==> src/hdl/exec_pkg.sv <==
/*
 * Execute datapath shared definitions
 * Widths, operand select codes and ALU op codes used by
 * the register file, forwarding control, muxes and execute stage
 */

`default_nettype none

package exec_pkg;

	////////////////////////////////////////////////////////////
	// Sizes
	////////////////////////////////////////////////////////////

	// Operand and result width
	localparam int unsigned data_width = 32;
	// 32 architectural registers, r0 hard-wired to zero
	localparam int unsigned reg_addr_width = 5;
	localparam int unsigned sel_width = 2;
	localparam int unsigned op_width = 3;

	////////////////////////////////////////////////////////////
	// Operand select codes
	////////////////////////////////////////////////////////////

	localparam logic [sel_width-1:0] sel_rf = 2'd0;
	// Immediate, only meaningful for operand B
	localparam logic [sel_width-1:0] sel_imm = 2'd1;
	// Combinational result of the instruction in execute
	localparam logic [sel_width-1:0] sel_ex_forw = 2'd2;
	// Result waiting in write-back, not yet in the register file
	localparam logic [sel_width-1:0] sel_wb_forw = 2'd3;

	////////////////////////////////////////////////////////////
	// ALU op codes
	////////////////////////////////////////////////////////////

	// Unused codes fall back to add
	localparam logic [op_width-1:0] op_add = 3'd0;
	localparam logic [op_width-1:0] op_sub = 3'd1;
	localparam logic [op_width-1:0] op_and = 3'd2;
	localparam logic [op_width-1:0] op_or = 3'd3;
	localparam logic [op_width-1:0] op_xor = 3'd4;

endpackage

`default_nettype wire

==> src/hdl/exec_datapath.sv <==
/*
 * Execute datapath top
 * Register file, forwarding control, operand muxes and execute
 * stage, with write-back closing the loop into the register file
 */

`timescale 1ns/100ps
`default_nettype none

module exec_datapath import exec_pkg::*; (
	input wire logic clk,
	input wire logic rst,
	input wire logic insn_valid,
	input wire logic [reg_addr_width-1:0] rd_addr,
	input wire logic [reg_addr_width-1:0] ra_addr,
	input wire logic [reg_addr_width-1:0] rb_addr,
	input wire logic use_imm,
	input wire logic [data_width-1:0] simm,
	input wire logic [op_width-1:0] alu_op,
	input wire logic id_freeze,
	input wire logic ex_freeze,
	output logic wb_valid,
	output logic [reg_addr_width-1:0] wb_addr,
	output logic [data_width-1:0] wb_data
);

	// Register file read data
	logic [data_width-1:0] rf_data_a;
	logic [data_width-1:0] rf_data_b;
	// Operand selects
	logic [sel_width-1:0] sel_a;
	logic [sel_width-1:0] sel_b;
	// Registered operands into execute
	logic [data_width-1:0] operand_a;
	logic [data_width-1:0] operand_b;
	// Execute stage state seen by forwarding
	logic ex_valid;
	logic [reg_addr_width-1:0] ex_rd;
	logic [data_width-1:0] ex_forw;
	// Register file write, once at the end of the valid cycle
	logic rf_we;

	assign rf_we = wb_valid & ~ex_freeze;

	reg_file reg_file_inst (
		.clk(clk),
		.rst(rst),
		.ra_addr(ra_addr),
		.rb_addr(rb_addr),
		.we(rf_we),
		.wr_addr(wb_addr),
		.wr_data(wb_data),
		.rf_data_a(rf_data_a),
		.rf_data_b(rf_data_b)
	);

	forward_ctrl forward_ctrl_inst (
		.ra_addr(ra_addr),
		.rb_addr(rb_addr),
		.use_imm(use_imm),
		.ex_valid(ex_valid),
		.ex_rd(ex_rd),
		.wb_valid(wb_valid),
		.wb_addr(wb_addr),
		.sel_a(sel_a),
		.sel_b(sel_b)
	);

	// wb_data doubles as the write-back forwarding source
	operand_muxes operand_muxes_inst (
		.clk(clk),
		.rst(rst),
		.id_freeze(id_freeze),
		.ex_freeze(ex_freeze),
		.rf_data_a(rf_data_a),
		.rf_data_b(rf_data_b),
		.ex_forw(ex_forw),
		.wb_forw(wb_data),
		.simm(simm),
		.sel_a(sel_a),
		.sel_b(sel_b),
		.operand_a(operand_a),
		.operand_b(operand_b)
	);

	execute_stage execute_stage_inst (
		.clk(clk),
		.rst(rst),
		.id_freeze(id_freeze),
		.ex_freeze(ex_freeze),
		.insn_valid(insn_valid),
		.rd_addr(rd_addr),
		.alu_op(alu_op),
		.operand_a(operand_a),
		.operand_b(operand_b),
		.ex_valid(ex_valid),
		.ex_rd(ex_rd),
		.ex_forw(ex_forw),
		.wb_valid(wb_valid),
		.wb_addr(wb_addr),
		.wb_data(wb_data)
	);

endmodule

`default_nettype wire

==> src/hdl/execute_stage.sv <==
/*
 * Execute stage
 * Execute control register with bubble insertion, the ALU and the
 * write-back register; drives both forwarding sources
 */

`timescale 1ns/100ps
`default_nettype none

module execute_stage import exec_pkg::*; (
	input wire logic clk,
	input wire logic rst,
	input wire logic id_freeze,
	input wire logic ex_freeze,
	input wire logic insn_valid,
	input wire logic [reg_addr_width-1:0] rd_addr,
	input wire logic [op_width-1:0] alu_op,
	input wire logic [data_width-1:0] operand_a,
	input wire logic [data_width-1:0] operand_b,
	output logic ex_valid,
	output logic [reg_addr_width-1:0] ex_rd,
	output logic [data_width-1:0] ex_forw,
	output logic wb_valid,
	output logic [reg_addr_width-1:0] wb_addr,
	output logic [data_width-1:0] wb_data
);

	logic [op_width-1:0] ex_op;

	////////////////////////////////////////////////////////////
	// Execute control register
	////////////////////////////////////////////////////////////

	// Decode frozen while execute runs -> bubble goes in
	// Instruction itself is taken later when both freezes drop
	always_ff @(posedge clk) begin
		if (rst) begin
			ex_valid <= 1'b0;
			ex_rd <= '0;
			ex_op <= op_add;
		end else if (!ex_freeze) begin
			if (id_freeze) begin
				ex_valid <= 1'b0;
			end else begin
				ex_valid <= insn_valid;
				ex_rd <= rd_addr;
				ex_op <= alu_op;
			end
		end
	end

	// ALU, result is also the execute forwarding path
	always_comb begin
		case (ex_op)
			op_sub: ex_forw = operand_a - operand_b;
			op_and: ex_forw = operand_a & operand_b;
			op_or: ex_forw = operand_a | operand_b;
			op_xor: ex_forw = operand_a ^ operand_b;
			default: ex_forw = operand_a + operand_b;
		endcase
	end

	////////////////////////////////////////////////////////////
	// Write-back register
	////////////////////////////////////////////////////////////

	// Holds (and wb_valid repeats) while ex_freeze is high
	always_ff @(posedge clk) begin
		if (rst) begin
			wb_valid <= 1'b0;
			wb_addr <= '0;
		end else if (!ex_freeze) begin
			wb_valid <= ex_valid;
			wb_addr <= ex_rd;
		end
	end

	// Result payload
	always_ff @(posedge clk) begin
		if (!ex_freeze)
			wb_data <= ex_forw;
	end

endmodule

`default_nettype wire

==> src/hdl/forward_ctrl.sv <==
/*
 * Forwarding control
 * Compares decode source registers with the execute and write-back
 * destinations and encodes where each operand comes from
 */

`timescale 1ns/100ps
`default_nettype none

module forward_ctrl import exec_pkg::*; (
	input wire logic [reg_addr_width-1:0] ra_addr,
	input wire logic [reg_addr_width-1:0] rb_addr,
	input wire logic use_imm,
	input wire logic ex_valid,
	input wire logic [reg_addr_width-1:0] ex_rd,
	input wire logic wb_valid,
	input wire logic [reg_addr_width-1:0] wb_addr,
	output logic [sel_width-1:0] sel_a,
	output logic [sel_width-1:0] sel_b
);

	// Hazard flags per operand and per older stage
	logic ex_hit_a;
	logic ex_hit_b;
	logic wb_hit_a;
	logic wb_hit_b;

	////////////////////////////////////////////////////////////
	// Read-after-write detection
	////////////////////////////////////////////////////////////

	// Destination 0 never forwards, r0 stays zero
	always_comb begin
		ex_hit_a = ex_valid && (ex_rd != '0) && (ex_rd == ra_addr);
		ex_hit_b = ex_valid && (ex_rd != '0) && (ex_rd == rb_addr);
		wb_hit_a = wb_valid && (wb_addr != '0) && (wb_addr == ra_addr);
		wb_hit_b = wb_valid && (wb_addr != '0) && (wb_addr == rb_addr);
	end

	////////////////////////////////////////////////////////////
	// Select encoding
	////////////////////////////////////////////////////////////

	// Operand A
	// Younger producer in execute beats write-back
	always_comb begin
		if (ex_hit_a)
			sel_a = sel_ex_forw;
		else if (wb_hit_a)
			sel_a = sel_wb_forw;
		else
			sel_a = sel_rf;
	end

	// Operand B
	// Immediate overrides any register match
	always_comb begin
		if (use_imm)
			sel_b = sel_imm;
		else if (ex_hit_b)
			sel_b = sel_ex_forw;
		else if (wb_hit_b)
			sel_b = sel_wb_forw;
		else
			sel_b = sel_rf;
	end

endmodule

`default_nettype wire

==> src/hdl/operand_muxes.sv <==
/*
 * Operand multiplexers and operand registers
 * Picks each operand from register data, forwarded results or the
 * immediate, and registers it into execute under the freeze rules
 */

`timescale 1ns/100ps
`default_nettype none

module operand_muxes import exec_pkg::*; (
	input wire logic clk,
	input wire logic rst,
	input wire logic id_freeze,
	input wire logic ex_freeze,
	input wire logic [data_width-1:0] rf_data_a,
	input wire logic [data_width-1:0] rf_data_b,
	input wire logic [data_width-1:0] ex_forw,
	input wire logic [data_width-1:0] wb_forw,
	input wire logic [data_width-1:0] simm,
	input wire logic [sel_width-1:0] sel_a,
	input wire logic [sel_width-1:0] sel_b,
	output logic [data_width-1:0] operand_a,
	output logic [data_width-1:0] operand_b
);

	// Index 0 is operand A, index 1 is operand B
	logic [1:0][data_width-1:0] muxed;
	logic [1:0][data_width-1:0] operand_q;
	// Set once a value was captured while decode is frozen
	logic [1:0] saved;

	////////////////////////////////////////////////////////////
	// Source selection
	////////////////////////////////////////////////////////////

	// Operand A, three sources
	// sel_imm is never produced for A, treat it as register data
	always_comb begin
		case (sel_a)
			sel_ex_forw: muxed[0] = ex_forw;
			sel_wb_forw: muxed[0] = wb_forw;
			default: muxed[0] = rf_data_a;
		endcase
	end

	// Operand B, four sources
	always_comb begin
		case (sel_b)
			sel_imm: muxed[1] = simm;
			sel_ex_forw: muxed[1] = ex_forw;
			sel_wb_forw: muxed[1] = wb_forw;
			default: muxed[1] = rf_data_b;
		endcase
	end

	////////////////////////////////////////////////////////////
	// Operand registers
	////////////////////////////////////////////////////////////

	// ex_freeze holds everything
	// First id_freeze cycle captures the forwarded value once, because
	// the producer moves on while decode waits
	// Saved value is kept until both freezes drop, then it enters
	// execute together with its instruction
	always_ff @(posedge clk) begin
		for (int i = 0; i < 2; i++) begin
			if (rst) begin
				operand_q[i] <= '0;
				saved[i] <= 1'b0;
			end else if (!ex_freeze) begin
				if (!saved[i]) begin
					operand_q[i] <= muxed[i];
					saved[i] <= id_freeze;
				end else if (!id_freeze) begin
					saved[i] <= 1'b0;
				end
			end
		end
	end

	assign operand_a = operand_q[0];
	assign operand_b = operand_q[1];

endmodule

`default_nettype wire

==> src/hdl/reg_file.sv <==
/*
 * Register file
 * Two combinational read ports and one synchronous write port,
 * register 0 always reads as zero
 */

`timescale 1ns/100ps
`default_nettype none

module reg_file import exec_pkg::*; (
	input wire logic clk,
	input wire logic rst,
	input wire logic [reg_addr_width-1:0] ra_addr,
	input wire logic [reg_addr_width-1:0] rb_addr,
	input wire logic we,
	input wire logic [reg_addr_width-1:0] wr_addr,
	input wire logic [data_width-1:0] wr_data,
	output logic [data_width-1:0] rf_data_a,
	output logic [data_width-1:0] rf_data_b
);

	// Storage for r1..r31 only, r0 has no flops
	logic [data_width-1:0] regs [1:(2**reg_addr_width)-1];

	// Write port
	// Reset clears every register so early reads see zero
	always_ff @(posedge clk) begin
		if (rst) begin
			for (int i = 1; i < 2**reg_addr_width; i++)
				regs[i] <= '0;
		end else if (we && wr_addr != '0) begin
			regs[wr_addr] <= wr_data;
		end
	end

	// Read ports, no bypass of a same-cycle write
	// (write-back forwarding covers that case)
	always_comb begin
		rf_data_a = (ra_addr == '0) ? '0 : regs[ra_addr];
		rf_data_b = (rb_addr == '0) ? '0 : regs[rb_addr];
	end

endmodule

`default_nettype wire
==> config.mk <==
export PLATFORM = sky130hd
export DESIGN_NAME = exec_datapath
export DESIGN_NICKNAME = d
export VERILOG_FILES = /design/src/hdl/exec_pkg.sv /design/src/hdl/exec_datapath.sv /design/src/hdl/execute_stage.sv /design/src/hdl/forward_ctrl.sv /design/src/hdl/operand_muxes.sv /design/src/hdl/reg_file.sv
export SDC_FILE = /design/constraint.sdc
export NUM_CORES = 2
export LEC_CHECK = 0
export BUFFER_PORTS_ARGS = -buffer_cell sky130_fd_sc_hd__buf_2
export CAP_MARGIN = 0
export CORE_AREA = 2 2 357 448
export DETAILED_ROUTE_END_ITERATION = 10
export DIE_AREA = 0 0 359 450
export GPL_TIMING_DRIVEN = 1
export PLACE_DENSITY = 0.59
export REMOVE_ABC_BUFFERS = 1
export SETUP_SLACK_MARGIN = 0.15
export SYNTH_ARGS = -nofsm -noshare
export SYNTH_HDL_FRONTEND = slang
export SYNTH_SLANG_ARGS = --single-unit
==> constraint.sdc <==
create_clock -name clk -period 8.8 [get_ports clk]
set_input_delay 0.44 -clock clk [delete_from_list [all_inputs] [get_ports clk]]
set_output_delay 0.44 -clock clk [all_outputs]
set_load 0.05 [all_outputs]
==> results <==
- The total core area is 157000 µm².
- Dividing the final minimum period by the clock period gives 0.599.
- Setup repair after global routing left no endpoint under its margin.
- On the final layout, the worst clock skew is 0.0392 ns.
- Counting flops with a built-in enable in the synthesized netlist gives 1056.
- Among all stages on the critical path, the largest delay is contributed by dfxtp_2.
- The count of pins over their slew limit came to 0.
- The worst-case reg-to-reg path depth is 15.
- The tightest slew margin relative to the limit is 0.247.
- For this design the static power due to leakage is 0.0257 µW.
- For this design the ratio of total power to cell area is 193 nW/µm².
- Entering global routing, the biggest net connects 113 pins.
- The minimum clock period is 5.27 ns.
- The DRC violations left is 0.
- The global placement routability congestion is 0.935.
- The number of buffers and inverters on the critical path is 2.
- The share of total power dissipated in the clock network is 0.360.
- The initial utilization of the core area, before any placement, comes to 0.408.
- The area growth from synthesis to final layout is 10.0%.
- The number of global-route vias before repair is 43000.
- The placed instances occupy a cell area of 66800 µm².
- The H-tree was split into 3 levels.
- The buffers inserted during post-CTS setup optimization is 0.
- In this run, synthesis produced a sequential element count of 1136.
- For this run, the register share of the synthesized area comes to 0.520.
- The kind of cell adding the most delay to the critical path is compound AO/OA/AOI/OAI gates.
- The average via count per standard cell is 6.30.
- The endpoint of the most critical setup path is operand_muxes_inst.operand_a[24].
- The number of hold-slack violations in the final timing report is 0.
- The worst setup path startpoint is execute_stage_inst.ex_op[0].
- The die is 450 µm tall.
- The post-route cell area is 70500 µm².
- The floorplan step defined a die boundary enclosing 162000 µm².
- Among all flip-flop cells after synthesis, the most frequent one is edfxtp_1.
- The clock-pin transition on the worst setup and hold timing paths is 0.07 ns.
- Once detail routing completed, the nets flagged for antenna violations numbered 0.
- The total overflow left after global routing is 0.
- At the pin with the least slew margin, the transition time is 1.13 ns.
- The wire length of the first global-routing pass is 326000 µm.
- In the global route stage, met1 resource usage came out at 0.361.
- The startpoint type of the worst setup path is a flop.
- The met3 layer usage reported by global route is 0.0377.
- The worst min-delay path startpoint is insn_valid.
- The number of buffers created by CTS is 114.
- A synthesized cell averages 13.3 µm².
- The post-synthesis cell area is 64100 µm².
- The number of rows in the core area is 163.
- In this run the clock root is driven by a clkbuf_16.
- The switching part of the total power is 0.295.
- The top achievable clock speed is 0.190 GHz.
- The signal on the critical path passes through buf_4 -> nor3b_2 -> buf_4 -> nor2_1 -> xnor2_1 -> ha_1 -> a21oi_2 -> nor2_1 -> o31ai_1 -> o211ai_1 -> a32oi_1 -> o21ai_0 -> a41oi_1 -> mux2i_1 -> o31ai_1.
- The origin of the critical flop-to-flop path is execute_stage_inst.ex_op[0].
- TritonCTS built the clock tree.
- Of the total power, combinational logic draws 0.174.
- The worst setup path is captured at a flop.
- In the final timing run, aggregate negative setup slack is 0 ns.
- The final hold slack is 0.0218 ns.
- The classification of the worst setup path is reg -> reg.
- In the final routed layout, each cell accounts on average for 33.8 µm.
- At the worst endpoint, the required time is 9.45 ns.
- The number of antenna violations at the first check in global routing was 16.
- Clock tree synthesis found a total of 1136 sinks.
- Data on the critical path arrives at its endpoint at 5.92 ns.
- For met2 alone, demand over resource in global routing was 0.464.
- Setup slack on the critical path of the routed design comes to 3.53 ns.
- The all-layer global routing usage is 0.285.
- The post-placement worst setup slack is 3.54 ns.
- For this block, the initial DRC count from the detailed router was 5476.
- In this run the most used layer during global routing was met2.
- The tool flagged a number of max-cap violations equal to 0.
- The clock passes through at most 3 buffers.
- Counting every instance in the synthesized netlist gives 4820.
- The fill cell instance count of the final layout is 13900.
- Setup violations remaining at the end of the flow were counted as 0.
- The endpoint identified for the worst register-to-register timing path is operand_muxes_inst.operand_a[24].
- The final route contains 43600 vias.
- The reported net switching power is 4000 µW.
- In the final layout, the share of cells above drive strength 1 is 0.208.
- The number of nets in the final layout is 4900.
- The setup slack on the worst flop-to-flop path is 3.53 ns.
- The internal power is 9580 µW.
- The final routed wirelength across all metal layers is 234000 µm.
- After legalization and detailed placement, the total HPWL measured 135000 µm.
- The maximum fanout encountered on the critical timing path is 40.
- The worst hold path belongs to the class in -> reg.
- The run finished with clean final reports.
- The proportion of synthesized flip-flops having asynchronous set or reset is 0.
- In this run the horizontal extent of the chip is 359 µm.
- The share of the core filled with cells in the final layout is 0.448.
- The top-level I/O count is 94.
- The clock latency reported for the late side of the worst-skew pair is 0.79 ns.
- The number of search-and-repair iterations in the first detailed-routing pass is 7.
- The number of buffers added on ports is 93.
- The share of total power in sequential cells is 0.466.
- The number of unique standard cell types used by synthesis is 80.
- The number of logic stages on the critical path including buffering is 15.
- The total number of yosys warnings is 0.
- Across the VDD grid, the largest voltage drop is 0.000188 V.
- The largest single stage delay on the critical path is 0.68 ns.
-- cell usage in the layout (no fill, tap or decap), types with 79 or more instances in the layout --
cell type,count
a21oi_1,201
a221oi_1,105
and2_1,997
buf_2,85
buf_4,142
clkbuf_16,118
dfxtp_1,79
edfxtp_1,1056
ha_1,96
inv_1,83
mux2i_1,236
mux4_2,445
nand2_1,95
nand3_1,86
nor2_1,110
o21ai_0,167
-- cells in the mapped netlist (all sizes together), types with 36 or more instances --
| master | number | area, µm² |
|---|---|---|
| edfxtp | 1056 | 31700 |
| and2 | 998 | 6240 |
| mux4 | 445 | 10000 |
| clkbuf | 338 | 1270 |
| mux2i | 236 | 2360 |
| a21oi | 204 | 1030 |
| o21ai | 172 | 861 |
| nor2 | 147 | 554 |
| buf | 128 | 756 |
| a221oi | 107 | 950 |
| ha | 96 | 1200 |
| nand2 | 95 | 357 |
| nand3 | 86 | 430 |
| inv | 84 | 315 |
| dfxtp | 80 | 1600 |
| a22oi | 70 | 526 |
| mux2 | 69 | 777 |
| xnor2 | 53 | 464 |
| a211oi | 48 | 360 |
| or2 | 36 | 225 |
-- cell families after synthesis --
kind of cell | after synthesis | synth area share
buffers and inverters | 551 | 0.0366
AO/OA/AOI/OAI | 767 | 0.0787
XOR/XNOR | 69 | 0.00943
other | 1 | 0.0000585
adder cells (fa/ha/maj) | 97 | 0.0191
flip-flops | 1136 | 0.520
multiplexers | 750 | 0.205
AND/OR/NAND/NOR | 1449 | 0.131
-- worst min path at each step --
stage          cells past startpoint                          endpoint
3_5_place_dp                       2  operand_muxes_inst.operand_a[30]
6_report                           3       execute_stage_inst.ex_valid
3_3_place_gp                       2  operand_muxes_inst.operand_a[30]
4_1_cts                            3       execute_stage_inst.ex_valid
2_1_floorplan                      2  operand_muxes_inst.operand_a[10]
5_1_grt                            3       execute_stage_inst.ex_valid
-- final cells by class --
class                      instances  area, µm²  area share
antenna                            4       10.0    0.000142
clock buffer                     150       3110      0.0442
clock inverter                    67        531     0.00753
inverter                          85        319     0.00453
multi-input combinational       3164      28900       0.410
sequential                      1136      33300       0.473
tap                             2062       2580      0.0366
timing repair buffer             246       1750      0.0249
-- flip-flops by register name (all words and copies together) (netlist names), 3 cells and up --
| register | flops |
|---|---|
| execute_stage_inst.wb_data | 32 |
| operand_muxes_inst.operand_b | 32 |
| execute_stage_inst.wb_addr | 5 |
| execute_stage_inst.ex_rd | 5 |
| operand_muxes_inst.operand_a | 32 |
| execute_stage_inst.ex_op | 3 |
| reg_file_inst.regs | 1024 |
-- power groups by stage --
stage	logic, µW	clock network, µW	registers, µW
after floorplan	1050	0	6610
after global placement	2330	0	6420
after detailed placement	2340	0	6430
after CTS	2350	4930	6320
after global routing	2480	5120	6350
final	2360	4890	6330
-- metrics by stage --
step	std cells	total power [µW]
global route	6911	14000
CTS	6910	13600
detailed placement	6685	8770
finish	6914	13600
global placement	6685	8750
floorplan	4385	7660
-- timing repair --
item / CTS / global route
gates resized for setup: 0 / 0
endpoints found under the hold margin: 8 / 0
hold buffers: 8 / 0
endpoints found under the setup margin: 0 / 0
-- worst register-to-register path, cell delays in order (launching register included) --
cell and delay (ns):
dfxtp_2 0.68, buf_4 0.50, nor3b_2 0.58, buf_4 0.32, nor2_1 0.08, xnor2_1 0.13
ha_1 0.35, a21oi_2 0.19, nor2_1 0.07, o31ai_1 0.46, o211ai_1 0.21, a32oi_1 0.63
o21ai_0 0.29, a41oi_1 0.35, mux2i_1 0.23, o31ai_1 0.09
-- routing by layer --
| layer | up-vias | share of wire | routed length (µm) |
|---|---|---|---|
| li1 | 18200 | - | - |
| met2 | 2390 | 0.48 | 112000 |
| met5 | - | 0.000077 | 18 |
| met3 | 529 | 0.079 | 18400 |
| met1 | 22500 | 0.38 | 87800 |
| met4 | 2 | 0.069 | 16200 |
Note: power is estimated with default switching activity, not from simulation.
